## src/logic/frame_rd_pkg.sv

```systemverilog
// sizes, vector types, AXI read structs and reader states shared by every frame reader block
`default_nettype none

package frame_rd_pkg;

	// ------------------------------
	// bus and pixel sizes
	// ------------------------------
	localparam int addr_w = 32;
	localparam int beat_w = 128;
	localparam int pix_w = 32;
	// pixels per beat, lowest lane goes out first
	localparam int lanes = beat_w / pix_w;
	localparam int lane_w = $clog2(lanes);

	// fixed-length INCR bursts, 16 beats of 16 bytes
	localparam int burst_len = 16;
	localparam int burst_bytes = burst_len * beat_w / 8;
	localparam int axi_size = 4;
	localparam logic [1:0] burst_incr = 2'b01;

	// line FIFO holds four bursts
	localparam int fifo_depth = 64;
	localparam int fifo_aw = $clog2(fifo_depth);
	localparam int cnt_w = fifo_aw + 1;

	// quiet time after a frame start before the first request
	localparam int settle_cycles = 31;
	localparam int settle_w = $clog2(settle_cycles + 1);

	// ------------------------------
	// vector types
	// ------------------------------
	typedef logic [addr_w-1:0] addr_t;
	typedef logic [beat_w-1:0] beat_t;
	typedef logic [pix_w-1:0] pix_t;
	typedef logic [lane_w-1:0] lane_t;
	typedef logic [fifo_aw-1:0] fifo_ptr_t;
	typedef logic [cnt_w-1:0] fifo_cnt_t;
	typedef logic [settle_w-1:0] settle_t;

	// read address channel, 45 bits
	typedef struct packed {
		addr_t addr;
		logic [7:0] len;
		logic [2:0] size;
		logic [1:0] burst;
	} axi_ar_t;

	// read data channel, 131 bits
	typedef struct packed {
		beat_t data;
		logic [1:0] resp;
		logic last;
	} axi_r_t;

	typedef enum logic [1:0] {rd_idle, rd_settle, rd_addr, rd_data} rd_state_e;

endpackage

`default_nettype wire

```

## src/logic/pixel_unpacker.sv

```systemverilog
// splits each FIFO beat into four pixels on a valid/ready stream, lowest lane first
`default_nettype none

module pixel_unpacker (
	input  wire                          axi_clk,
	input  wire                          r_rfifo_rst,
	input  wire                          flush_i,
	input  wire frame_rd_pkg::beat_t     word_i,
	input  wire                          word_valid_i,
	input  wire                          pix_ready_i,
	output logic                         word_ready_o,
	output frame_rd_pkg::pix_t           pix_o,
	output logic                         pix_valid_o
);

	// lane of the head word that goes out next
	frame_rd_pkg::lane_t lane_q;
	logic last_lane;
	logic pix_fire;

	// ------------------------------
	// pixel stream
	// ------------------------------
	// no pixel leaves while the old frame is thrown away
	assign pix_valid_o = word_valid_i && !flush_i;
	assign pix_o = word_i[lane_q * frame_rd_pkg::pix_w +: frame_rd_pkg::pix_w];
	assign pix_fire = pix_valid_o && pix_ready_i;

	assign last_lane = lane_q == frame_rd_pkg::lane_t'(frame_rd_pkg::lanes - 1);
	// pop the word together with its top lane
	assign word_ready_o = pix_fire && last_lane;

	// ------------------------------
	// lane counter
	// ------------------------------
	always_ff @(posedge axi_clk or posedge r_rfifo_rst) begin
		if (r_rfifo_rst) begin
			lane_q <= '0;
		end else if (flush_i) begin
			// a half sent word is dropped with the FIFO
			lane_q <= '0;
		end else if (pix_fire) begin
			if (last_lane) begin
				lane_q <= '0;
			end else begin
				lane_q <= lane_q + 1'b1;
			end
		end
	end

endmodule

`default_nettype wire

```

## config.mk

```make
export PLATFORM = sky130hd
export DESIGN_NAME = pixel_unpacker
export DESIGN_NICKNAME = d
export VERILOG_FILES = /design/src/logic/frame_rd_pkg.sv /design/src/logic/pixel_unpacker.sv
export SDC_FILE = /design/constraint.sdc
export NUM_CORES = 1
export LEC_CHECK = 0
export ABC_AREA = 1
export BUFFER_PORTS_ARGS = -buffer_cell sky130_fd_sc_hd__buf_2
export CORE_MARGIN = 2
export CORE_UTILIZATION = 40
export DETAILED_ROUTE_END_ITERATION = 16
export PLACE_DENSITY = 0.95
export SYNTH_ARGS = -nofsm -noshare
export SYNTH_HDL_FRONTEND = slang
export SYNTH_SLANG_ARGS = --single-unit
```

## constraint.sdc

```tcl
create_clock -name axi_clk -period 1.5 [get_ports axi_clk]
set_input_delay 0.075 -clock axi_clk [delete_from_list [all_inputs] [get_ports axi_clk]]
set_output_delay 0.075 -clock axi_clk [all_outputs]
set_load 0.01 [all_outputs]
```

# Word-level counts from Yosys, hierarchy flattened

Cells that the tools add are included.

$add $sub $neg: 1
Eq/ne operators: 1
Shift operators: 1
Muxes and demuxes: 3
Reductions and logical operators: 5

Operator list:

| cell                | count |
|---|---|
| $shiftx 128x8->32   | 1 |
| $mux 2              | 3 |
| $logic_and 1x1->1   | 3 |
| $add 2x1->2 const B | 1 |
| $eq 2x2->1 const B  | 1 |
| $reduce_bool 2->1   | 1 |
| $logic_not 1->1     | 1 |

Bits in registers: 2
Bits of input ports: 133
Output and inout bits: 34

# Depth between registers and ports, before layout

Depth in word-level cells: 5
Gate-level depth with buffers: 5
Gate-level depth less buffers: 4

# Least setup slack after synthesis

No wires, ideal clock.

Path type: register -> output
Start: reg lane_q[1]
End: out pix_o[10]
Arrival: 0.960 ns
Data required time: 1.425 ns
Slack: 0.465 ns
Stages on the path, launching flop included: 6
Buffers on the path: 2
Path through: dfrtp_1 buf_4 inv_1 buf_2 nand3_1 nand2_1

Longest elaborated chain between the ends: 1

Ends and longest elaborated chain:

| what                     | line                 | RTL |
|---|---|---|
| start: declaration       | pixel_unpacker.sv:17 | `frame_rd_pkg::lane_t lane_q;` |
| start signal: assignment | pixel_unpacker.sv:46 | `lane_q <= lane_q + 1'b1;` |
| $shiftx 128x8->32        | pixel_unpacker.sv:26 | `assign pix_o = word_i[lane_q * frame_rd_pkg::pix_w +: frame_rd_pkg::pix_w];` |
| end: declaration         | pixel_unpacker.sv:12 | `output frame_rd_pkg::pix_t pix_o,` |

Every way passes these cells.

# Worst setup path in the final report

Start: reg lane_q[0]
End: out word_ready_o

Longest elaborated chain between the ends: 2

Ends and longest elaborated chain:

| what              | line                 | RTL |
|---|---|---|
| $eq 2x2->1        | pixel_unpacker.sv:29 | `assign last_lane = lane_q == frame_rd_pkg::lane_t'(frame_rd_pkg::lanes - 1);` |
| $logic_and 1x1->1 | pixel_unpacker.sv:31 | `assign word_ready_o = pix_fire && last_lane;` |
| end: declaration  | pixel_unpacker.sv:11 | `output logic word_ready_o,` |

Every way passes these cells.

==> impl_metrics.yaml <==
status:
  status: "complete, no violations"
global_route:
  antenna_found_initial: 0
  grt_usage_pct: 21.5
  grt_pass1_vias: 2239
  grt_max_degree: 68
  grt_pass1_wl_mm: 8.09
  overflow: 0
floorplanning:
  io_pins: 167
  rows: 23
  start_util_pct: 41.4
  fp.coreArea_um2: 4000
  die_h_um: 68.3
  die_w_um: 68.3
  dieArea_um2: 4670
routing:
  ant_nets: 0
  totalWireLength_mm: 5.49
  drc_errors: 0
  drt-pass1-iter-count: 4
  via_count: 2636
  routedWlPerCell_um: 9.17
  viasPerCell: 4.41
  drt-initial-drc-count: 142
power:
  power.total_mw: 1.02
  power_density_nw_per_um2: 397
  ir_worst_vdd_v: 0.000540
  p_leak_nw: 2.02
placed_design:
  gp_congestion: 0.769
  dp_cells: 592
  dp_hpwl_mm: 4.14
  postPlaceCellArea_um2: 2500
  port_buffers: 166
synth:
  syn-cell-area_um2: 1660
  syn_area_per_cell_um2: 4.23
  synthCells: 391
  synth.ff_latch_count: 2
  ys_warn_count: 0
  syn-num-nets: 525
  ys_seq_area_share_pct: 3.02
  synth.distinct_cells: 12
timing:
  clock_skew_ns: 0.000466
  fmax_ghz: 0.710
  hold_violations: 0
  fin_tns_setup_ns: 0
  timing.slew.headroom_pct: 82.0
  hold_ws_ns: 0.141
  rsz0062_at_grt: "yes"
  slew_viol_final: 0
  setup_viol: 0
  worst_pin_slew_ns: 0.271
  fin_crit_sh_pct: 93.8
  fin_crit_ns: 1.41
run:
  drv_cap: 0
finish:
  stdcell_count: 598
  largestRegisters: "lane_q x2"
  multi_input_area_um2: 978
  finalInstanceArea_um2: 2580
  drive_gt1_share_pct: 32.3
  register_area_um2: 51.3
  synthToLayoutAreaGrowth_pct: 55.7
  final_common_cell: "buf_2"
  largest_reg_flops: 2
  nNetsFinal: 683
  top_register: "lane_q"
  antennaDiodeCount: 0
  fillers: 380
  layout_common_cells: "buf_2, nand2_1, inv_1, nand3_1"
worst_setup_path:
  end_kind: "output port"
  worst_setup_path_start_kind: "register"
  crit_fanout: 67
  r2r_cells: 5
  crit_arrival_ns: 1.33
  reg2reg_setup_slack_ns: 0.27
  worstReg2RegEnd: "lane_q[0]$_DFFE_PP0P_"
  path_class: "register to output port"
  r2r-start: "lane_q[0]$_DFFE_PP0P_"
  crit_required_ns: 1.42
clock_tree:
  path_clk_slew_ns: 0.03
  post_cts_buffers: 0
  clk_latency_ns: 0.21
  clock_sinks: 2
  cts_tree: "built"
  ctsResizeCount: 0
  numCtsBuffers: 3
  htree_levels: 1
  cts_root_buffer: "clkbuf_8"
  cts.path.max_buffers: 2
hold_path:
  min_to: "lane_q[0]$_DFFE_PP0P_"
  min-delay-start: "flush_i"
  whs_path_depth: 4
  hp-class: "primary input to register"
==> power breakdown <==
group / internal, mW / leakage (nW) / switching, mW / total, mW
logic: 0.343 / 1.97 / 0.387 / 0.730
clock network: 0.181 / 0.0228 / 0.0519 / 0.233
registers: 0.0576 / 0.0257 / 0.00314 / 0.0607
==> worst max path at each step <==
stage,end,slack [ns],from
5_1_grt,word_ready_o,-0.03,lane_q[0]$_DFFE_PP0P_
3_3_place_gp,word_ready_o,0.32,lane_q[0]$_DFFE_PP0P_
2_1_floorplan,pix_o[10],0.47,lane_q[1]$_DFFE_PP0P_
4_1_cts,word_ready_o,0.07,lane_q[0]$_DFFE_PP0P_
6_report,word_ready_o,0.09,lane_q[0]$_DFFE_PP0P_
3_5_place_dp,word_ready_o,0.30,lane_q[0]$_DFFE_PP0P_
==> final cells by class <==
cell class                      count  share of cell area [%]
Clock buffer                        4                    1.75
Inverter                          133                    19.4
Multi-Input combinational cell    236                    38.0
Sequential cell                     2                    1.99
Tap cell                           50                    2.43
Timing Repair Buffer              173                    36.5
==> metrics by stage <==
stage               utilization [%]  setup WS, ns
detailed placement             62.4         0.305
finish                         64.4        0.0925
global placement               62.4         0.317
floorplan                         -         0.465
global route                   64.4       -0.0257
CTS                            63.8        0.0682
==> timing repair <==
item,CTS,global route
setup endpoints to repair,0,5
hold endpoints to repair,2,0
hold buffers,1,0
==> critical path, stage by stage (launching register included) <==
cell and delay [ns]:
dfrtp_2 0.38, buf_12 0.25, ha_1 0.22, inv_1 0.04, nor2_1 0.09, buf_2 0.13
==> logic make-up after synthesis <==
family / count (synthesis) / synth area share, %
AND/OR/NAND/NOR: 234 / 58.0
buffers and inverters: 153 / 37.9
flip-flops: 2 / 3.02
AO/OA/AOI/OAI: 1 / 0.302
adder cells (fa/ha/maj): 1 / 0.756
==> layer usage <==
metal  vias to the layer above  part of all wire, %  GRT usage, %
met2                       115                   51          44.5
met3                         8                  7.6          2.14
li1                       1402                    -             -
met4                         0                  1.2          8.50
met1                      1111                   40          21.2
met5                         -                    0             0
==> synthesized netlist by cell type <==
master	count	area, um2
a21oi_1	1	5.00
buf_4	2	15.0
inv_2	1	3.75
buf_6	4	45.0
clkbuf_1	2	7.51
ha_1	1	12.5
nand2_1	165	619
nand3_1	66	330
nor2_1	3	11.3
dfrtp_1	2	50.1
buf_2	12	60.1
inv_1	132	495
No activity file was read; power rests on OpenSTA's default activity.
