<file path="src/logic/frame_rd_pkg.sv">
// sizes, vector types, AXI read structs and reader states shared by every frame reader block
`default_nettype none

package frame_rd_pkg;

	// ------------------------------
	// bus and pixel sizes
	// ------------------------------
	localparam int addr_w = 32;
	localparam int beat_w = 128;
	localparam int pix_w = 32;
	// pixels per beat, lowest lane goes out first
	localparam int lanes = beat_w / pix_w;
	localparam int lane_w = $clog2(lanes);

	// fixed-length INCR bursts, 16 beats of 16 bytes
	localparam int burst_len = 16;
	localparam int burst_bytes = burst_len * beat_w / 8;
	localparam int axi_size = 4;
	localparam logic [1:0] burst_incr = 2'b01;

	// line FIFO holds four bursts
	localparam int fifo_depth = 64;
	localparam int fifo_aw = $clog2(fifo_depth);
	localparam int cnt_w = fifo_aw + 1;

	// quiet time after a frame start before the first request
	localparam int settle_cycles = 31;
	localparam int settle_w = $clog2(settle_cycles + 1);

	// ------------------------------
	// vector types
	// ------------------------------
	typedef logic [addr_w-1:0] addr_t;
	typedef logic [beat_w-1:0] beat_t;
	typedef logic [pix_w-1:0] pix_t;
	typedef logic [lane_w-1:0] lane_t;
	typedef logic [fifo_aw-1:0] fifo_ptr_t;
	typedef logic [cnt_w-1:0] fifo_cnt_t;
	typedef logic [settle_w-1:0] settle_t;

	// read address channel, 45 bits
	typedef struct packed {
		addr_t addr;
		logic [7:0] len;
		logic [2:0] size;
		logic [1:0] burst;
	} axi_ar_t;

	// read data channel, 131 bits
	typedef struct packed {
		beat_t data;
		logic [1:0] resp;
		logic last;
	} axi_r_t;

	typedef enum logic [1:0] {rd_idle, rd_settle, rd_addr, rd_data} rd_state_e;

endpackage

`default_nettype wire

</file>
<file path="src/logic/axi_burst_reader.sv">
// AXI4 read master that restarts on vsync fall, settles, then fetches the frame burst by burst
`default_nettype none

module axi_burst_reader (
	input  wire                          axi_clk,
	input  wire                          r_rfifo_rst,
	input  wire frame_rd_pkg::addr_t     base_addr_i,
	input  wire frame_rd_pkg::addr_t     end_addr_i,
	input  wire                          vsync_i,
	input  wire                          arready_i,
	input  wire frame_rd_pkg::axi_r_t    r_i,
	input  wire                          rvalid_i,
	input  wire                          burst_room_i,
	output frame_rd_pkg::axi_ar_t        ar_o,
	output logic                         arvalid_o,
	output frame_rd_pkg::beat_t          beat_o,
	output logic                         beat_valid_o,
	output logic                         flush_o
);

	frame_rd_pkg::rd_state_e state_q;
	frame_rd_pkg::settle_t settle_q;
	// byte offset of the next burst inside the frame
	frame_rd_pkg::addr_t offset_q;
	// address held steady while arvalid is up
	frame_rd_pkg::addr_t ar_addr_q;
	frame_rd_pkg::addr_t next_addr;
	logic vsync_q;
	logic vsync_fall;
	// a burst is requested and its last beat not yet seen
	logic pend_q;
	// outstanding burst belongs to the previous frame
	logic stale_q;
	logic ar_fire;
	logic r_done;
	logic req_go;
	logic ar_load;

	// ------------------------------
	// frame start
	// ------------------------------
	assign vsync_fall = vsync_q & ~vsync_i;

	// flush comes one cycle after the edge is seen
	always_ff @(posedge axi_clk or posedge r_rfifo_rst) begin
		if (r_rfifo_rst) begin
			vsync_q <= 1'b0;
			flush_o <= 1'b0;
		end else begin
			vsync_q <= vsync_i;
			flush_o <= vsync_fall;
		end
	end

	// ------------------------------
	// request control
	// ------------------------------
	assign ar_fire = arvalid_o & arready_i;
	// rready is tied high, so every rvalid beat is taken
	assign r_done = rvalid_i & r_i.last;
	assign next_addr = base_addr_i + offset_q;
	// room for a whole burst, window not exhausted, nothing in flight
	assign req_go = burst_room_i && (next_addr < end_addr_i) && !pend_q;
	assign ar_load = (state_q == frame_rd_pkg::rd_idle) && req_go && !flush_o;

	always_ff @(posedge axi_clk or posedge r_rfifo_rst) begin
		if (r_rfifo_rst) begin
			// reset behaves like a frame start
			state_q <= frame_rd_pkg::rd_settle;
			settle_q <= frame_rd_pkg::settle_t'(frame_rd_pkg::settle_cycles);
			arvalid_o <= 1'b0;
			pend_q <= 1'b0;
			stale_q <= 1'b0;
		end else begin
			// arvalid drops only on the handshake, even across a flush
			if (ar_fire) begin
				arvalid_o <= 1'b0;
			end
			if (r_done) begin
				pend_q <= 1'b0;
				stale_q <= 1'b0;
			end else if (flush_o && pend_q) begin
				stale_q <= 1'b1;
			end

			if (flush_o) begin
				state_q <= frame_rd_pkg::rd_settle;
				settle_q <= frame_rd_pkg::settle_t'(frame_rd_pkg::settle_cycles);
			end else begin
				case (state_q)
					frame_rd_pkg::rd_settle: begin
						if (settle_q == '0) begin
							state_q <= frame_rd_pkg::rd_idle;
						end else begin
							settle_q <= settle_q - 1'b1;
						end
					end
					frame_rd_pkg::rd_idle: begin
						if (ar_load) begin
							arvalid_o <= 1'b1;
							pend_q <= 1'b1;
							state_q <= frame_rd_pkg::rd_addr;
						end
					end
					frame_rd_pkg::rd_addr: begin
						// wait for the slave to take the address
						if (ar_fire) begin
							state_q <= frame_rd_pkg::rd_data;
						end
					end
					frame_rd_pkg::rd_data: begin
						// one burst outstanding, done on last
						if (r_done) begin
							state_q <= frame_rd_pkg::rd_idle;
						end
					end
					default: begin
						state_q <= frame_rd_pkg::rd_idle;
					end
				endcase
			end
		end
	end

	// offset restarts at the base on every frame
	always_ff @(posedge axi_clk or posedge r_rfifo_rst) begin
		if (r_rfifo_rst) begin
			offset_q <= '0;
		end else if (flush_o) begin
			offset_q <= '0;
		end else if (ar_fire && !stale_q) begin
			offset_q <= offset_q + frame_rd_pkg::addr_t'(frame_rd_pkg::burst_bytes);
		end
	end

	always_ff @(posedge axi_clk) begin
		if (ar_load) begin
			ar_addr_q <= next_addr;
		end
	end

	assign ar_o = '{
		addr: ar_addr_q,
		len: 8'(frame_rd_pkg::burst_len - 1),
		size: 3'(frame_rd_pkg::axi_size),
		burst: frame_rd_pkg::burst_incr
	};

	// ------------------------------
	// beat forwarding
	// ------------------------------
	// beats of an old-frame burst are dropped here
	always_ff @(posedge axi_clk or posedge r_rfifo_rst) begin
		if (r_rfifo_rst) begin
			beat_valid_o <= 1'b0;
		end else begin
			beat_valid_o <= rvalid_i && !stale_q && !flush_o;
		end
	end

	always_ff @(posedge axi_clk) begin
		if (rvalid_i) begin
			beat_o <= r_i.data;
		end
	end

endmodule

`default_nettype wire

</file>
<file path="config.mk">
export PLATFORM = sky130hd
export DESIGN_NAME = axi_burst_reader
export DESIGN_NICKNAME = d
export VERILOG_FILES = /design/src/logic/frame_rd_pkg.sv /design/src/logic/axi_burst_reader.sv
export SDC_FILE = /design/constraint.sdc
export NUM_CORES = 1
export LEC_CHECK = 0
export BUFFER_PORTS_ARGS = -buffer_cell sky130_fd_sc_hd__buf_2
export CORE_MARGIN = 5
export CORE_UTILIZATION = 35
export DETAILED_ROUTE_END_ITERATION = 7
export PLACE_DENSITY_LB_ADDON = 0.25
export SETUP_SLACK_MARGIN = 0.05
export SYNTH_ARGS = -nofsm -noshare
export SYNTH_HDL_FRONTEND = slang
export SYNTH_SLANG_ARGS = --single-unit
</file>
<file path="constraint.sdc">
create_clock -name axi_clk -period 12.1 [get_ports axi_clk]
set_input_delay 3.025 -clock axi_clk [delete_from_list [all_inputs] [get_ports axi_clk]]
set_output_delay 3.025 -clock axi_clk [all_outputs]
set_load 0.02 [all_outputs]
</file>
* Word level (Yosys, flattened, before mapping)
Cells that the tools add are included.
Storage, ports and cells: register bits after elaboration 205, logic and storage cells 66
Cells by class: bitwise gates (word level) 4, add/sub/neg operators 3, reduce and logical (&&, ||, !) cells 18, equality and inequality tests 8, $lt $le $gt $ge 1, multiplexer cells 21
Operator list (count):
- 32-bit two-way mux | 2
- 32-bit adder | 1
- 32-bit by 9-bit adder with 32-bit output, second input constant | 1
- 32-bit < comparator | 1
- 5-bit two-way mux | 3
- 3-bit inequality test, second input constant | 4
- 1-bit two-way mux | 10
- 2-bit two-way mux | 5
- 1-bit logical AND | 8
- 2-bit one-hot mux with 4 select lines | 1
- 2-bit nonzero test | 3
- 5-bit logical NOT | 1
- 5-bit by 1-bit subtractor with 5-bit output, second input constant | 1
- 2-bit == test, second input constant | 2
- 4-bit AND reduction | 1
- 1-bit AND | 3
- 1-bit logical NOT | 3
- 2-bit by 1-bit == test with 1-bit output, second input constant | 1
- 2-bit logical NOT | 1
- 2-bit inequality test, second input constant | 1
- 2-bit AND reduction | 1
- 1-bit inverter | 1

* Longest topological paths before layout
depth in word-level cells 9, depth in mapped cells 16, gate-level depth less buffers 16

* Worst setup path before layout
OpenSTA, ideal clock, no wires.
path type input to register, start point input port base_addr_i[9], end point register ar_addr_q[0] (enable), setup time 421 ps, slack 4187 ps, cell stages on the path 16, required time 11679 ps, path buffers 0, data arrival time 7492 ps, cell sequence ha_1 a211o_1 nand4b_1 nand2_1 o21a_1 o21ai_0 and2_1 o311ai_0 ha_1 a21o_1 a21oi_1 o221ai_1 or4_1 a21oi_1 o21ai_1 nor2_1
On the way: word-level cells in the longest chain between the ends 6
RTL lines:
- from (decl) | line axi_burst_reader.sv:7 | input wire frame_rd_pkg::addr_t base_addr_i,
- 32-bit adder | line axi_burst_reader.sv:61 | assign next_addr = base_addr_i + offset_q;
- via next_addr[21] | line axi_burst_reader.sv:27 | frame_rd_pkg::addr_t next_addr;
- 32-bit < comparator | line axi_burst_reader.sv:63 | assign req_go = burst_room_i && (next_addr < end_addr_i) && !pend_q;
- 1-bit logical AND (2 in a row) | line axi_burst_reader.sv:63
- 1-bit logical AND (2 in a row) | line axi_burst_reader.sv:64 | assign ar_load = (state_q == frame_rd_pkg::rd_idle) && req_go && !flush_o;
- via ar_load | line axi_burst_reader.sv:37 | logic ar_load;
- to (signal assigned) | line axi_burst_reader.sv:138 | ar_addr_q <= next_addr;
- to (decl) | line axi_burst_reader.sv:26 | frame_rd_pkg::addr_t ar_addr_q;
The timed path passes the listed nets, and every way through them passes these cells. A chain may end at the register's enable or synchronous reset.

* Worst setup path after layout
start point input port base_addr_i[9], end point register ar_addr_q[9] (enable)
The elaborated chain is that of the path after synthesis.

==> impl_metrics.csv <==
group,metric,value,unit
global_route,overflow,0,
critical_path,start_kind,"primary input",
logic_synthesis,synth_edf_count,160,
critical_path,cpMaxStageDelayCell,"nor2_4",
critical_path,max_stage_delay,830,ps
routing,drt_iter0_drc,314,
routing,drc_errors,0,
layout,layout_commonest_cell,"buf_2",
clocking,clkSlewWorstSetupHoldPaths,80,ps
clocking,cts.hold.buffers_added,0,
clocking,root_buffer,"clkbuf_16",
layout,design_area,0.0112,mm2
sta,tightest_slew,1050,ps
critical_path,crit_chain,"buf_2 -> ha_1 -> a211o_1 -> nand4b_1 -> nand2_1 -> o21a_1 -> o21ai_0 -> and2_1 -> o311ai_0 -> ha_1 -> a21o_1 -> a21oi_1 -> o221ai_1 -> or4_1 -> a21oi_1 -> o21ai_1 -> nor2_4",
clocking,cts_made_buffers,17,
layout,final_nets,1221,
global_route,grt_pass1_wl,33000,um
global_route,grt_usage,0.160,
clocking,cts_tree,"yes",
clocking,cts_setup_buffers,0,
place,gp_congestion,0.815,
layout,drive_above_1_share,0.425,
floorplan,die_area,0.0274,mm2
logic_synthesis,yosysWarnings,0,
critical_path,critical_path_arrival,7770,ps
clocking,cts_sinks,197,
global_route,grt_max_degree,71,
routing,via_per_inst,4.55,
critical_path,crit_required,12150,ps
routing,routed_wl,22900,um
routing,first_pass_iters,4,
clocking,clkLatencyLatePin,430,ps
logic_synthesis,yosys_most_used_dff,"edfxtp_1",
logic_synthesis,synth_async_sr_flop_share,0.188,
critical_path,crit_fanout,32,
sta,rsz0062_at_grt,"false",
logic_synthesis,postSynthAreaPerCell,14.2,um2
sta,max_freq,0.130,GHz
sta,final_max_slew_viol_count,0,
sta,holdWs,454,ps
sta,hold_viol_final,0,
sta,setup_tns,0,ps
sta,slew-limit-headroom,0.300,
power_and_ir_drop,total_leakage_power,5.16,nW
sta,setup_violations,0,
floorplan,core_area,0.0236,mm2
global_route,antenna_found_initial,4,
status,status,"finished, final reports clean",
clocking,cts_buffer_depth,2,
sta,fin_crit,7720,ps
floorplan,die_h,165,um
routing,wl_per_cell,17.6,um
flow_run,maxCapViolCount,0,
floorplan,die_w,165,um
floorplan,io_pins,377,
place,port_buffers,361,
logic_synthesis,synth_cell_types,61,
critical_path,crit_buf_inv,1,
place,place_hpwl,18100,um
floorplan,initial_utilization,0.358,
place,post_dp_cell_area,0.0106,mm2
worst_hold_path,hold_path_class,"reg2reg",
power_and_ir_drop,p_per_area,149,mW/mm2
logic_synthesis,ys_seq_area_frac,0.679,
critical_path,crit_family,"compound AO/OA/AOI/OAI gates",
floorplan,rows,56,
global_route,grt_pass1_vias,5808,
logic_synthesis,netlist_area,0.00845,mm2
logic_synthesis,syn_inst,595,
critical_path,cp-end-kind,"flop",
logic_synthesis,ys_ff_latch,197,
power_and_ir_drop,vdd_drop_max,74.1,uV
layout,final_cell_mix,"360 x buf_2, 160 x edfxtp_1, 57 x ha_1",
clocking,cts_htree_levels,4,
critical_path,crit_type,"in2reg",
sta,finalCritPeriodShare,0.638,
layout,fin_util,0.475,
layout,syn_to_final_growth,32.6,%
clocking,cts_resized,0,
routing,dr_total_vias,5916,
routing,ant_nets,0,
sta,clock_skew,18.5,ps
[synth_stat cells, drive strengths merged (2+ instances only)]
| cell type | instances | area share |
|---|---|---|
| o21bai | 4 | 0.0036 |
| o21ai | 15 | 0.0089 |
| nor2 | 43 | 0.019 |
| conb | 2 | 0.00089 |
| xor2 | 24 | 0.025 |
| a21oi | 28 | 0.017 |
| and2 | 5 | 0.0037 |
| a2111oi | 2 | 0.0028 |
| dfstp | 6 | 0.019 |
| o2111ai | 2 | 0.0021 |
| edfxtp | 160 | 0.57 |
| a31oi | 2 | 0.0022 |
| ha | 57 | 0.084 |
| nor3b | 2 | 0.0018 |
| a21bo | 2 | 0.0024 |
| o211ai | 3 | 0.0027 |
| nor3 | 7 | 0.0047 |
| clkbuf | 13 | 0.0059 |
| or2 | 2 | 0.0015 |
| inv | 46 | 0.020 |
| buf | 13 | 0.012 |
| nand4 | 11 | 0.0081 |
| nand3b | 2 | 0.0018 |
| and4 | 3 | 0.0031 |
| or3 | 3 | 0.0022 |
| nand3 | 17 | 0.010 |
| nand2 | 20 | 0.0089 |
| nor2b | 3 | 0.0022 |
| o21a | 3 | 0.0027 |
| and2b | 2 | 0.0021 |
| dfrtp | 31 | 0.092 |
| a211oi | 2 | 0.0018 |
| nand2b | 5 | 0.0037 |
| and3 | 5 | 0.0043 |
| xnor2 | 16 | 0.017 |
| a21o | 16 | 0.014 |
| nor4b | 2 | 0.0021 |
[worst paths after layout]
path / startpoint / to / slack [ps] / cells past startpoint
max: base_addr_i[9] / ar_addr_q[9]$_DFFE_PP_ / 4380 / 17
min: vsync_q$_DFF_PP0_ / flush_o$_DFF_PP0_ / 450 / 1
max reg2reg: offset_q[16]$_DFFE_PP0N_ / ar_addr_q[9]$_DFFE_PP_ / 6630 / 16
min reg2reg: vsync_q$_DFF_PP0_ / flush_o$_DFF_PP0_ / 450 / 1
max in group asynchronous: r_rfifo_rst / settle_q[2]$_DFFE_PP1P_ / 9020 / 3
min in group asynchronous: r_rfifo_rst / flush_o$_DFF_PP0_ / 2690 / 3
[per-stage QoR]
stage	worst slack, ps	power, mW	instances
2_1_floorplan	4190	0.997	606
3_3_place_gp	3830	1.10	1263
3_5_place_dp	3810	1.11	1263
4_1_cts	4280	1.69	1295
5_1_grt	3970	1.75	1299
6_report	4380	1.67	1299
[final cells by class]
type,count,area [um2]
flip-flops and latches,197,5740
clock inverters,15,190
inverters,46,173
diodes,4,10.0
fillers,2180,12400
multi-input cells,337,2440
repair buffers,364,1830
well taps,319,399
clock buffers,17,425
[cells by family (layout without fill, tap and decap cells)]
family,after synthesis,after routing,synth area share
XOR/XNOR,40,40,0.0414
AO/OA/AOI/OAI,89,89,0.0709
flip-flops,197,197,0.679
multiplexers,1,1,0.00118
AND/OR/NAND/NOR,137,137,0.0845
buffers and inverters,72,442,0.0379
adder cells (fa/ha/maj),57,57,0.0844
other,2,17,0.000888
[report_power, final]
part / switching [mW] / internal (mW)
registers: 0.0260 / 0.806
logic: 0.162 / 0.0959
clock network: 0.294 / 0.285
total: 0.482 / 1.19
[metal layers]
metal  global-route usage  vias to the layer above  share of wire
li1                     -                     2904              -
met2                0.291                      223           0.53
met4               0.0529                        0          0.012
met1                0.182                     2772           0.38
met5                    0                        -              0
met3               0.0419                       17          0.082
[flip-flops by register name, indices dropped and copies added (netlist names)]
signal	flops
arvalid_o	1
pend_q	1
beat_o	128
settle_q	5
ar_addr_q	32
state_q	2
offset_q	24
beat_valid_o	1
stale_q	1
vsync_q	1
flush_o	1
Note: power is estimated with default switching activity, not from simulation.
